[src/verilog/collatz_pkg.sv]
// collatz explorer shared definitions
// arithmetic width, tiny raster geometry, font cell sizes and colours
package collatz_pkg;

  // search arithmetic
  localparam int collatz_bits = 32;
  localparam logic [collatz_bits-1:0] start_init = collatz_bits'(3);

  // raster size in pixels, blanking follows the visible area
  localparam int h_visible = 64;
  localparam int h_total   = 80;
  localparam int v_visible = 16;
  localparam int v_total   = 20;

  // sync pulses sit inside the blanking intervals, active high
  localparam int h_sync_start = 68;
  localparam int h_sync_end   = 76;
  localparam int v_sync_start = 17;
  localparam int v_sync_end   = 19;

  localparam int beam_x_bits = 7;
  localparam int beam_y_bits = 5;

  // 3x5 glyphs inside a 4x6 character cell
  localparam int glyph_w    = 3;
  localparam int glyph_h    = 5;
  localparam int cell_w     = 4;
  localparam int cell_h     = 6;
  localparam int hex_digits = 8;

  // 16 stable cycles accept a new button level
  localparam int debounce_bits = 4;

  // RGB565 pixels
  localparam int color_bits = 16;
  localparam logic [color_bits-1:0] color_fg = {color_bits{1'b1}};
  localparam logic [color_bits-1:0] color_bg = '0;

endpackage

[src/verilog/video_beam_if.sv]
// video beam bundle
// beam position with sync and blank, from the raster counters to the renderer
`timescale 1ns/100ps

interface video_beam_if import collatz_pkg::*; ();

  logic [beam_x_bits-1:0] beam_x;
  logic [beam_y_bits-1:0] beam_y;
  logic                   hsync;
  logic                   vsync;
  logic                   blank;

  // raster counters
  modport source (output beam_x, beam_y, hsync, vsync, blank);

  // pixel generation
  modport sink (input beam_x, beam_y, hsync, vsync, blank);

endinterface

[src/verilog/step_control.sv]
// step control
// debounces the step button and merges its rising edge with the run switch
`timescale 1ns/100ps

module step_control import collatz_pkg::*;
(
  input  logic clk,
  input  logic rst,
  input  logic btn_step,
  input  logic run,
  output logic step
);

  logic                     btn_sync_1;
  logic                     btn_sync_2;
  logic [debounce_bits-1:0] stable_cnt;
  logic                     btn_level;
  logic                     btn_level_prev;
  logic                     btn_rise_q;
  logic                     run_q;

  // two flops against metastability
  always_ff @(posedge clk)
  begin
    if (rst)
    begin
      btn_sync_1 <= 1'b0;
      btn_sync_2 <= 1'b0;
    end
    else
    begin
      btn_sync_1 <= btn_step;
      btn_sync_2 <= btn_sync_1;
    end
  end

  // count cycles the input differs from the accepted level
  always_ff @(posedge clk)
  begin
    if (rst)
    begin
      stable_cnt <= '0;
      btn_level  <= 1'b0;
    end
    else if (btn_sync_2 == btn_level)
    begin
      stable_cnt <= '0;
    end
    else if (stable_cnt == {debounce_bits{1'b1}})
    begin
      // held long enough, take the new level
      btn_level  <= btn_sync_2;
      stable_cnt <= '0;
    end
    else
    begin
      stable_cnt <= stable_cnt + 1'b1;
    end
  end

  // registered rising edge and run switch
  always_ff @(posedge clk)
  begin
    if (rst)
    begin
      btn_level_prev <= 1'b0;
      btn_rise_q     <= 1'b0;
      run_q          <= 1'b0;
    end
    else
    begin
      btn_level_prev <= btn_level;
      btn_rise_q     <= btn_level & ~btn_level_prev;
      run_q          <= run;
    end
  end

  assign step = btn_rise_q | run_q;

endmodule

[src/verilog/collatz_explorer.sv]
// collatz search engine
// iterates the working value until it drops below the start number, then moves on
`timescale 1ns/100ps

module collatz_explorer import collatz_pkg::*;
(
  input  logic                    clk,
  input  logic                    rst,
  input  logic                    step,
  output logic [collatz_bits-1:0] start_num,
  output logic [collatz_bits-1:0] actual
);

  logic [collatz_bits-1:0] next_start;
  logic [collatz_bits-1:0] odd_next;
  logic [collatz_bits-1:0] even_next;
  logic                    proven;

  assign next_start = start_num + 1'b1;

  // 3n+1 as 2n+n+1, wraps at the word width
  assign odd_next  = {actual[collatz_bits-2:0], 1'b0} + actual + 1'b1;
  assign even_next = {1'b0, actual[collatz_bits-1:1]};

  // every smaller start was already shown to reach 1
  assign proven = actual < start_num;

  always_ff @(posedge clk)
  begin
    if (rst)
    begin
      start_num <= start_init;
      actual    <= start_init;
    end
    else if (step)
    begin
      if (proven)
      begin
        start_num <= next_start;
        actual    <= next_start;
      end
      else if (actual[0])
      begin
        actual <= odd_next;
      end
      else
      begin
        actual <= even_next;
      end
    end
  end

endmodule

[src/verilog/video_timing.sv]
// video timing
// horizontal and vertical raster counters with sync and blank decode
`timescale 1ns/100ps

module video_timing import collatz_pkg::*;
(
  input  logic         clk,
  input  logic         rst,
  video_beam_if.source beam
);

  logic [beam_x_bits-1:0] x_cnt;
  logic [beam_y_bits-1:0] y_cnt;
  logic                   x_wrap;
  logic                   y_wrap;

  assign x_wrap = x_cnt == beam_x_bits'(h_total - 1);
  assign y_wrap = y_cnt == beam_y_bits'(v_total - 1);

  always_ff @(posedge clk)
  begin
    if (rst)
    begin
      x_cnt <= '0;
      y_cnt <= '0;
    end
    else
    begin
      if (x_wrap)
      begin
        x_cnt <= '0;
        // next line, or back to the top
        if (y_wrap)
          y_cnt <= '0;
        else
          y_cnt <= y_cnt + 1'b1;
      end
      else
      begin
        x_cnt <= x_cnt + 1'b1;
      end
    end
  end

  assign beam.beam_x = x_cnt;
  assign beam.beam_y = y_cnt;

  // syncs and blank follow the counters in the same cycle
  assign beam.hsync = (x_cnt >= beam_x_bits'(h_sync_start)) &&
                      (x_cnt <  beam_x_bits'(h_sync_end));
  assign beam.vsync = (y_cnt >= beam_y_bits'(v_sync_start)) &&
                      (y_cnt <  beam_y_bits'(v_sync_end));
  assign beam.blank = (x_cnt >= beam_x_bits'(h_visible)) ||
                      (y_cnt >= beam_y_bits'(v_visible));

endmodule

[src/verilog/hex_text_renderer.sv]
// hex text renderer
// snapshots the search state each frame and draws it as two rows of hex digits
`timescale 1ns/100ps

module hex_text_renderer import collatz_pkg::*;
(
  input  logic                    clk,
  input  logic                    rst,
  video_beam_if.sink              beam,
  input  logic [collatz_bits-1:0] start_num,
  input  logic [collatz_bits-1:0] actual,
  output logic [color_bits-1:0]   color,
  output logic                    hsync_out,
  output logic                    vsync_out,
  output logic                    blank_out
);

  logic [collatz_bits-1:0] start_snap;
  logic [collatz_bits-1:0] actual_snap;
  logic                    vsync_prev;
  logic [beam_x_bits-1:0]  col;
  logic [beam_x_bits-1:0]  px;
  logic [beam_y_bits-1:0]  row;
  logic [beam_y_bits-1:0]  py;
  logic [collatz_bits-1:0] row_val;
  logic [2:0]              digit_idx;
  logic [3:0]              nibble;
  logic [14:0]             glyph;
  logic [3:0]              bit_sel;
  logic                    in_glyph;
  logic                    in_text;
  logic                    pixel_on;

  // bit 14 is the top left pixel, each row of three reads left to right
  function automatic logic [14:0] hex_glyph(input logic [3:0] digit);
    case (digit)
      4'h0:    hex_glyph = 15'b111_101_101_101_111;
      4'h1:    hex_glyph = 15'b010_110_010_010_111;
      4'h2:    hex_glyph = 15'b111_001_111_100_111;
      4'h3:    hex_glyph = 15'b111_001_111_001_111;
      4'h4:    hex_glyph = 15'b101_101_111_001_001;
      4'h5:    hex_glyph = 15'b111_100_111_001_111;
      4'h6:    hex_glyph = 15'b111_100_111_101_111;
      4'h7:    hex_glyph = 15'b111_001_001_001_001;
      4'h8:    hex_glyph = 15'b111_101_111_101_111;
      4'h9:    hex_glyph = 15'b111_101_111_001_111;
      4'ha:    hex_glyph = 15'b010_101_111_101_101;
      4'hb:    hex_glyph = 15'b110_101_110_101_110;
      4'hc:    hex_glyph = 15'b011_100_100_100_011;
      4'hd:    hex_glyph = 15'b110_101_101_101_110;
      4'he:    hex_glyph = 15'b111_100_111_100_111;
      default: hex_glyph = 15'b111_100_111_100_100;
    endcase
  endfunction

  // frame snapshot on vsync rise, stable for the whole visible area
  always_ff @(posedge clk)
  begin
    if (rst)
    begin
      vsync_prev  <= 1'b0;
      start_snap  <= '0;
      actual_snap <= '0;
    end
    else
    begin
      vsync_prev <= beam.vsync;
      if (beam.vsync && !vsync_prev)
      begin
        start_snap  <= start_num;
        actual_snap <= actual;
      end
    end
  end

  // character cell and pixel inside it
  assign col = beam_x_bits'(beam.beam_x / cell_w);
  assign px  = beam_x_bits'(beam.beam_x % cell_w);
  assign row = beam_y_bits'(beam.beam_y / cell_h);
  assign py  = beam_y_bits'(beam.beam_y % cell_h);

  // row 0 start number, row 1 working value, column 0 is the top nibble
  assign row_val   = (row == '0) ? start_snap : actual_snap;
  assign digit_idx = 3'(hex_digits - 1) - col[2:0];
  assign nibble    = row_val[{digit_idx, 2'b00} +: 4];
  assign glyph     = hex_glyph(nibble);

  assign in_glyph = (px < beam_x_bits'(glyph_w)) && (py < beam_y_bits'(glyph_h));
  assign in_text  = (col < beam_x_bits'(hex_digits)) && (row < beam_y_bits'(2));
  assign bit_sel  = 4'(py * glyph_w + px);

  always_comb
  begin
    pixel_on = 1'b0;
    if (in_glyph && in_text && !beam.blank)
      pixel_on = glyph[4'd14 - bit_sel];
  end

  // one pipeline stage, syncs delayed to stay aligned with colour
  always_ff @(posedge clk)
  begin
    if (rst)
    begin
      color     <= color_bg;
      hsync_out <= 1'b0;
      vsync_out <= 1'b0;
      blank_out <= 1'b0;
    end
    else
    begin
      color     <= pixel_on ? color_fg : color_bg;
      hsync_out <= beam.hsync;
      vsync_out <= beam.vsync;
      blank_out <= beam.blank;
    end
  end

endmodule

[src/verilog/collatz_display_top.sv]
// collatz display top level
// step control, search engine, raster timing and hex readout
`timescale 1ns/100ps

module collatz_display_top import collatz_pkg::*;
(
  input  logic                    clk,
  input  logic                    rst,
  input  logic                    btn_step,
  input  logic                    run,
  output logic [collatz_bits-1:0] start_num,
  output logic [collatz_bits-1:0] actual,
  output logic                    hsync,
  output logic                    vsync,
  output logic                    blank,
  output logic [color_bits-1:0]   color
);

  logic step;

  video_beam_if beam ();

  step_control step_control_i
  (
    .clk      (clk),
    .rst      (rst),
    .btn_step (btn_step),
    .run      (run),
    .step     (step)
  );

  collatz_explorer collatz_explorer_i
  (
    .clk       (clk),
    .rst       (rst),
    .step      (step),
    .start_num (start_num),
    .actual    (actual)
  );

  video_timing video_timing_i
  (
    .clk  (clk),
    .rst  (rst),
    .beam (beam.source)
  );

  // syncs and blank leave through the renderer, aligned with colour
  hex_text_renderer hex_text_renderer_i
  (
    .clk       (clk),
    .rst       (rst),
    .beam      (beam.sink),
    .start_num (start_num),
    .actual    (actual),
    .color     (color),
    .hsync_out (hsync),
    .vsync_out (vsync),
    .blank_out (blank)
  );

endmodule

[config.mk]
export PLATFORM = sky130hd
export DESIGN_NAME = collatz_display_top
export DESIGN_NICKNAME = d
export VERILOG_FILES = /design/src/verilog/collatz_pkg.sv /design/src/verilog/video_beam_if.sv /design/src/verilog/step_control.sv /design/src/verilog/collatz_explorer.sv /design/src/verilog/video_timing.sv /design/src/verilog/hex_text_renderer.sv /design/src/verilog/collatz_display_top.sv
export SDC_FILE = /design/constraint.sdc
export NUM_CORES = 1
export LEC_CHECK = 0
export ABC_CLOCK_PERIOD_IN_PS = 7600
export BUFFER_PORTS_ARGS = -buffer_cell sky130_fd_sc_hd__buf_2
export CAP_MARGIN = 10
export CORE_AREA = 2 2 145 147
export CTS_CLUSTER_SIZE = 8
export DETAILED_ROUTE_END_ITERATION = 16
export DIE_AREA = 0 0 147 149
export PLACE_DENSITY_LB_ADDON = 0.15
export SLEW_MARGIN = 20
export SYNTH_ARGS = -nofsm -noshare
export SYNTH_HDL_FRONTEND = slang
export SYNTH_HIERARCHICAL = 1
export SYNTH_SLANG_ARGS = --single-unit
[constraint.sdc]
create_clock -name clk -period 7.6 [get_ports clk]
set_clock_uncertainty 0.05 [all_clocks]
set_input_delay 1.14 -clock clk [delete_from_list [all_inputs] [get_ports clk]]
set_output_delay 1.14 -clock clk [all_outputs]
set_load 0.02 [all_outputs]
**After elaboration in Yosys (flattened, before gate mapping)**

Memories as Yosys holds them, arrays and structs flattened.
Cells that the tools add are included.

- Flip-flop bits (word level): 169
- Latch bits: 0
- Memory bits (writable): 0
- Memory bits (read-only): 240
- Input port bits: 4
- Output and inout bits: 83
- Memories: 1

- Add/sub/neg operators: 9
- Multipliers: 1
- Divide/modulo/power cells: 2
- $lt $le $gt $ge: 12
- Equal/unequal tests: 4
- Shifts and indexed selects: 1
- Muxes and demuxes: 8
- Bitwise logic cells: 4
- Reduce and logical (&&, ||, !) cells: 15

Memories:

| memory | depth | width | rd ports | clocked after Yosys merged registers in | wr ports | line | source |
|---|---|---|---|---|---|---|---|
| (name not given) | 16 | 15 | 1 | 0 | 0 | hex_text_renderer.sv:36 | `case (digit)` |

Operator list:

| operator | number |
|---|---|
| two-way mux 32 bit | 3 |
| adder 32 x 1 -> 32 bit, second input constant | 2 |
| adder 32 bit | 1 |
| divider 5 x 3 -> 32 bit, second input constant | 1 |
| < comparator 32 bit | 1 |
| modulo 5 x 3 -> 32 bit, second input constant | 1 |
| indexed part select 32 x 6 -> 4 bit | 1 |
| two-way mux 16 bit | 1 |
| >= comparator 7 bit, second input constant | 2 |
| >= comparator 5 bit, second input constant | 2 |
| adder 7 x 1 -> 7 bit, second input constant | 1 |
| == test 7 bit, second input constant | 1 |
| logical AND 1 bit | 7 |
| < comparator 7 bit, second input constant | 1 |
| adder 5 x 1 -> 5 bit, second input constant | 1 |
| == test 5 bit, second input constant | 1 |
| zero test 5 bit | 1 |
| < comparator 4 x 5 -> 1 bit, second input constant | 1 |
| < comparator 5 x 2 -> 1 bit, second input constant | 1 |
| < comparator 5 x 3 -> 1 bit, second input constant | 1 |
| < comparator 5 x 4 -> 1 bit, second input constant | 1 |
| < comparator 5 bit, second input constant | 1 |
| multiplier 5 x 2 -> 4 bit, second input constant | 1 |
| two-way mux 5 bit | 1 |
| 17 further kinds | 21 |

**Logic depth before layout (Yosys ltp)**

An unclocked memory read counts as a cell.

- Word-level depth: 9
- Mapped depth: 17
- Depth with buffers taken out: 15

**Modules after synthesis**

The synthesis kept the hierarchy.

By module, submodules not included:

| module | instances | cells an instance | area each (um2) |
|---|---|---|---|
| collatz_explorer | 1 | 809 | 6048.3 |
| hex_text_renderer | 1 | 492 | 4027.6 |
| video_timing | 1 | 77 | 666.9 |
| step_control | 1 | 30 | 334.1 |

**Worst setup path before layout**

No wires, ideal clock.

- Kind: register -> register
- Start point: register video_timing_i.y_cnt[3] (netlist: video_timing_i/beam.beam_y[3])
- End point: register hex_text_renderer_i.color[14]
- Setup time: 0.075 ns
- Arrival: 3.574 ns
- Data required time: 7.475 ns
- Slack: 3.902 ns
- Stages on the path, launching flop included: 17
- Buffers on the path: 3
- Period minus slack after synthesis: 3.698 ns
- Cell sequence: dfxtp_1 > buf_12 > clkbuf_1 > ha_1 > nand2b_1 > o21ai_0 > o2bb2ai_1 > a21oi_1 > xor2_1 > inv_1 > fa_1 > fa_1 > clkbuf_8 > o211ai_1 > a221o_1 > a32o_1 > o22ai_1

- Word-level cells in the longest chain between the ends: 9
- Elaborated cells on any way between the ends: 22
- Classes of those cells: add/sub: 2; mul: 1; div: 2; order compare: 3; shift: 1; mux: 5; reduce/logical: 7; memory: 1

RTL lines:

| what | line | source |
|---|---|---|
| from (decl) | video_timing.sv:13 | `logic [beam_y_bits-1:0] y_cnt;` |
| from (signal assigned) | video_timing.sv:36 | `y_cnt <= y_cnt + 1'b1;` |
| parallel branches: the longest is 7 deep, another holds modulo 5 x 3 -> 32 bit | - |  |
| two-way mux 1 bit (*) | hex_text_renderer.sv:95 | `if (in_glyph && in_text && !beam.blank)` |
| two-way mux 16 bit (*) | hex_text_renderer.sv:111 | `color <= pixel_on ? color_fg : color_bg;` |
| to (signal assigned) | hex_text_renderer.sv:104 | `color <= color_bg;` |
| to (signal assigned) | hex_text_renderer.sv:111 |  |
| to (decl) | hex_text_renderer.sv:12 | `output logic [color_bits-1:0] color,` |

Every way passes the cells marked *. The select of a mux whose other input is x is not followed.
A chain may end at the register's enable or synchronous reset.

**Worst setup path after layout**

- Start point: register video_timing_i.y_cnt[4] (netlist: video_timing_i/beam.beam_y[4])
- End point: register hex_text_renderer_i.color[14]

The elaborated chain is that of the path after synthesis.

==> metrics.txt <==
Pre-antenna DRT Iters 5; CTS tree built; synthesized flop and latch total around 150; first-pass GRT wire length between 40000 and 50000 um; via count ~10000; chip width 147 um; Synth Cell Area roughly 11000 sq um; Yosys warning count 6; worst r2r dst hex_text_renderer_i/color[14]; Routability Congestion slightly below 0.9; clk sink count approximately 150; synthesized netlist net count roughly 1500; CTS Root Cell clkbuf_16; CTS resizes 0; slew of the pin with the lowest slew margin 1.09 ns; crit path to hex_text_renderer_i/color[14]; Worst R2R Start video_timing_i/beam.beam_y[4]; crit path max fanout 17; VDD IR max ~0.16 mV; critical path class register to register; post-CTS setup buffer count 0; Layout area overhead 8.54%; DRT iter0 DRCs 633; CTS clk-pin slew, worst paths 0.07 ns; io pins 87; internal reg-to-reg setup slack roughly 3.4 ns; fillcell total 1969; Fmax 0.240 GHz; WP data arrival 4.47 ns; H-tree Lvls 4; Top FF cell, synth dfxtp_1; detailed-route DRC error count 0; reg2reg path depth 13; Post-synth EDFFs 0; Die ar. 21900 sq um; Switch Pwr between 1 and 1.5 mW; Post-DRT Antenna Nets 0; final hold violation count 0; Crit path required time 7.91 ns; Post-Syn Instances about 1400; GRT Residual Overflow 0; number of global-route vias before repair between 9000 and 10000; crit path from video_timing_i/beam.beam_y[4]; fin crit share 0.548; ys async rst share 0; relative slew slack 0.273; antenna fix cells 0; CTS buffer count 17; Yosys cell types 103; outcome finished, final reports clean; Seq pwr share 0.312; input/output buffers 86; P_leak 4.77 nW; setup TNS 0 ns; Clk network pwr share 0.285; sequential share of the synthesized area 0.278; DIE HEIGHT 149 um; initial antenna violation count 0; Pins Over Slew Limit 0; largest net degree at the start of global routing 66; Mean Syn Cell Area 7.87 sq um; Setup WS post-layout 3.43 ns; Avg WL per Cell 17.5 um; Total Routing Usage GR 0.271; layout cell share with drive strength beyond 1 0.116; post-layout min period ~4.2 ns; switching share of power 0.401; pre-CTS WS between 3 and 4 ns; hpwl dp 21800 um; CTS Hold Buffers Added 0; design internal power between 1.5 and 2 mW; via-per-instance ratio 5.97; Critical Path End Type register; RSZ-0062 raised after global routing no; max cap viols 0; Cell Pwr Density 265 nW/um^2; worst-skew pair later-pin latency ~0.43 ns; Hold WC Path Type register to register; CTS Buffer Depth 2; Worst setup SP type register; final WL 30000 um; Rows between 50 and 60; Setup-failing EPs final 0; Nets 1513; core area a little over 20000 sq um; Comb pwr share 0.404; Starting Density 0.539
synth_stat cells, drive strengths merged (21+ instances only):
library cell  number  area share
nor2              93       0.032
dfxtp            154        0.28
inv               61       0.021
a21o              21       0.014
ha                84       0.095
nand3             48       0.022
nand2            202       0.069
xnor2             65       0.051
clkbuf            59       0.022
nor3              22       0.010
buf               41       0.027
nand4             24       0.014
mux2i             25       0.023
o21ai             63       0.028
a21oi            149       0.067
logic make-up (layout without fill, tap and decap cells):
| family | count (synthesis) | count (layout) | synth area share |
|---|---|---|---|
| and+or+nand+nor | 502 | 502 | 0.218 |
| AOI/OAI and AO/OA | 381 | 381 | 0.224 |
| buffers and inverters | 162 | 188 | 0.0699 |
| DFF | 154 | 154 | 0.278 |
| adders and majority gates | 88 | 88 | 0.101 |
| xor gates and xnor gates | 82 | 82 | 0.0648 |
| muxes | 39 | 39 | 0.0436 |
per-layer routing:
metal  vias up  GRT usage  wire length (um)  part of all wire
li1       5071          -                 -                 -
met4         0     0.0870               705             0.024
met2       283      0.439             13900              0.46
met1      4797      0.376             14000              0.47
met3        44     0.0355              1450             0.048
met5         -          0                 0                 0
state kept, by name, summed over array words and instances, names as in the netlist, 4 cells and up, named ones only:
signal / flops
hex_text_renderer_i/start_snap: 32
video_timing_i/beam.beam_y: 5
collatz_explorer_i/start_num: 32
step_control_i/stable_cnt: 4
hex_text_renderer_i/actual_snap: 32
video_timing_i/beam.beam_x: 7
collatz_explorer_i/actual: 31
area by class of cell:
| cell class | count | area (sq um) | area share |
|---|---|---|---|
| multi-input combinational | 1092 | 7240 | 0.602 |
| sequential | 154 | 3080 | 0.256 |
| timing repair buffer | 95 | 500 | 0.0416 |
| clock buffer | 20 | 457 | 0.0380 |
| tap | 275 | 344 | 0.0286 |
| inverter | 62 | 233 | 0.0194 |
| clock inverter | 11 | 168 | 0.0139 |
per-stage QoR:
stage               instances  cell area [sq um]  total power [mW]   util  hold WS, ns
floorplan                1408              11100              1.97      -        0.317
global placement         1678              11400              2.26  0.554        0.324
detailed placement       1678              11400              2.28  0.554        0.332
CTS                      1709              12000              3.18  0.585        0.343
global route             1709              12000              3.38  0.585        0.358
finish                   1709              12000              3.18  0.585        0.347
worst max-delay path, cell delays in order (launching register included):
cell,delay (ns)
dfxtp_1,0.69
ha_1,0.33
nand2b_1,0.20
o21ai_0,0.17
o2bb2ai_1,0.13
a21oi_1,0.12
xor2_1,0.28
inv_1,0.11
fa_1,0.49
fa_1,0.72
o211ai_1,0.15
a221o_1,0.31
a32o_1,0.20
o22ai_1,0.14
power groups by stage:
| stage | logic, mW | registers (mW) | clock network, mW |
|---|---|---|---|
| 2_1_floorplan | 0.960 | 1.01 | 0 |
| 3_3_place_gp | 1.25 | 1.00 | 0 |
| 3_5_place_dp | 1.27 | 1.01 | 0 |
| 4_1_cts | 1.28 | 0.988 | 0.917 |
| 5_1_grt | 1.43 | 1.00 | 0.945 |
| 6_report | 1.29 | 0.993 | 0.907 |
layout by cell type (no fill, tap or decap), types with 8 or more instances in the layout:
cell type and count:
a21o_1 21, ha_1 84, nor2_1 92, a21oi_1 149, nor3_1 21, a31oi_1 9
o21ai_0 60, nor2b_1 16, a22oi_1 10, nand2_1 201, nand3_1 48, xnor2_1 65
a211oi_1 14, mux2i_1 25, o211ai_1 15, nand2b_1 15, a211o_1 8, o31ai_1 9
dfxtp_1 154, and3_1 12, clkbuf_16 17, or3_1 17, inv_1 61, buf_2 85
xor2_1 17, nand4_1 24, buf_4 10
worst min-delay path by stage:
stage	start	end	slack [ns]	depth (start not counted)
3_5_place_dp	step_control_i/btn_level_prev	step_control_i/btn_rise_q	0.33	1
2_1_floorplan	step_control_i/btn_level_prev	step_control_i/btn_rise_q	0.32	1
5_1_grt	step_control_i/btn_level_prev	step_control_i/btn_rise_q	0.36	1
6_report	step_control_i/btn_level_prev	step_control_i/btn_rise_q	0.35	1
4_1_cts	step_control_i/btn_level_prev	step_control_i/btn_rise_q	0.34	1
3_3_place_gp	step_control_i/btn_level_prev	step_control_i/btn_rise_q	0.32	1
Note: power is estimated with default switching activity, not from simulation.
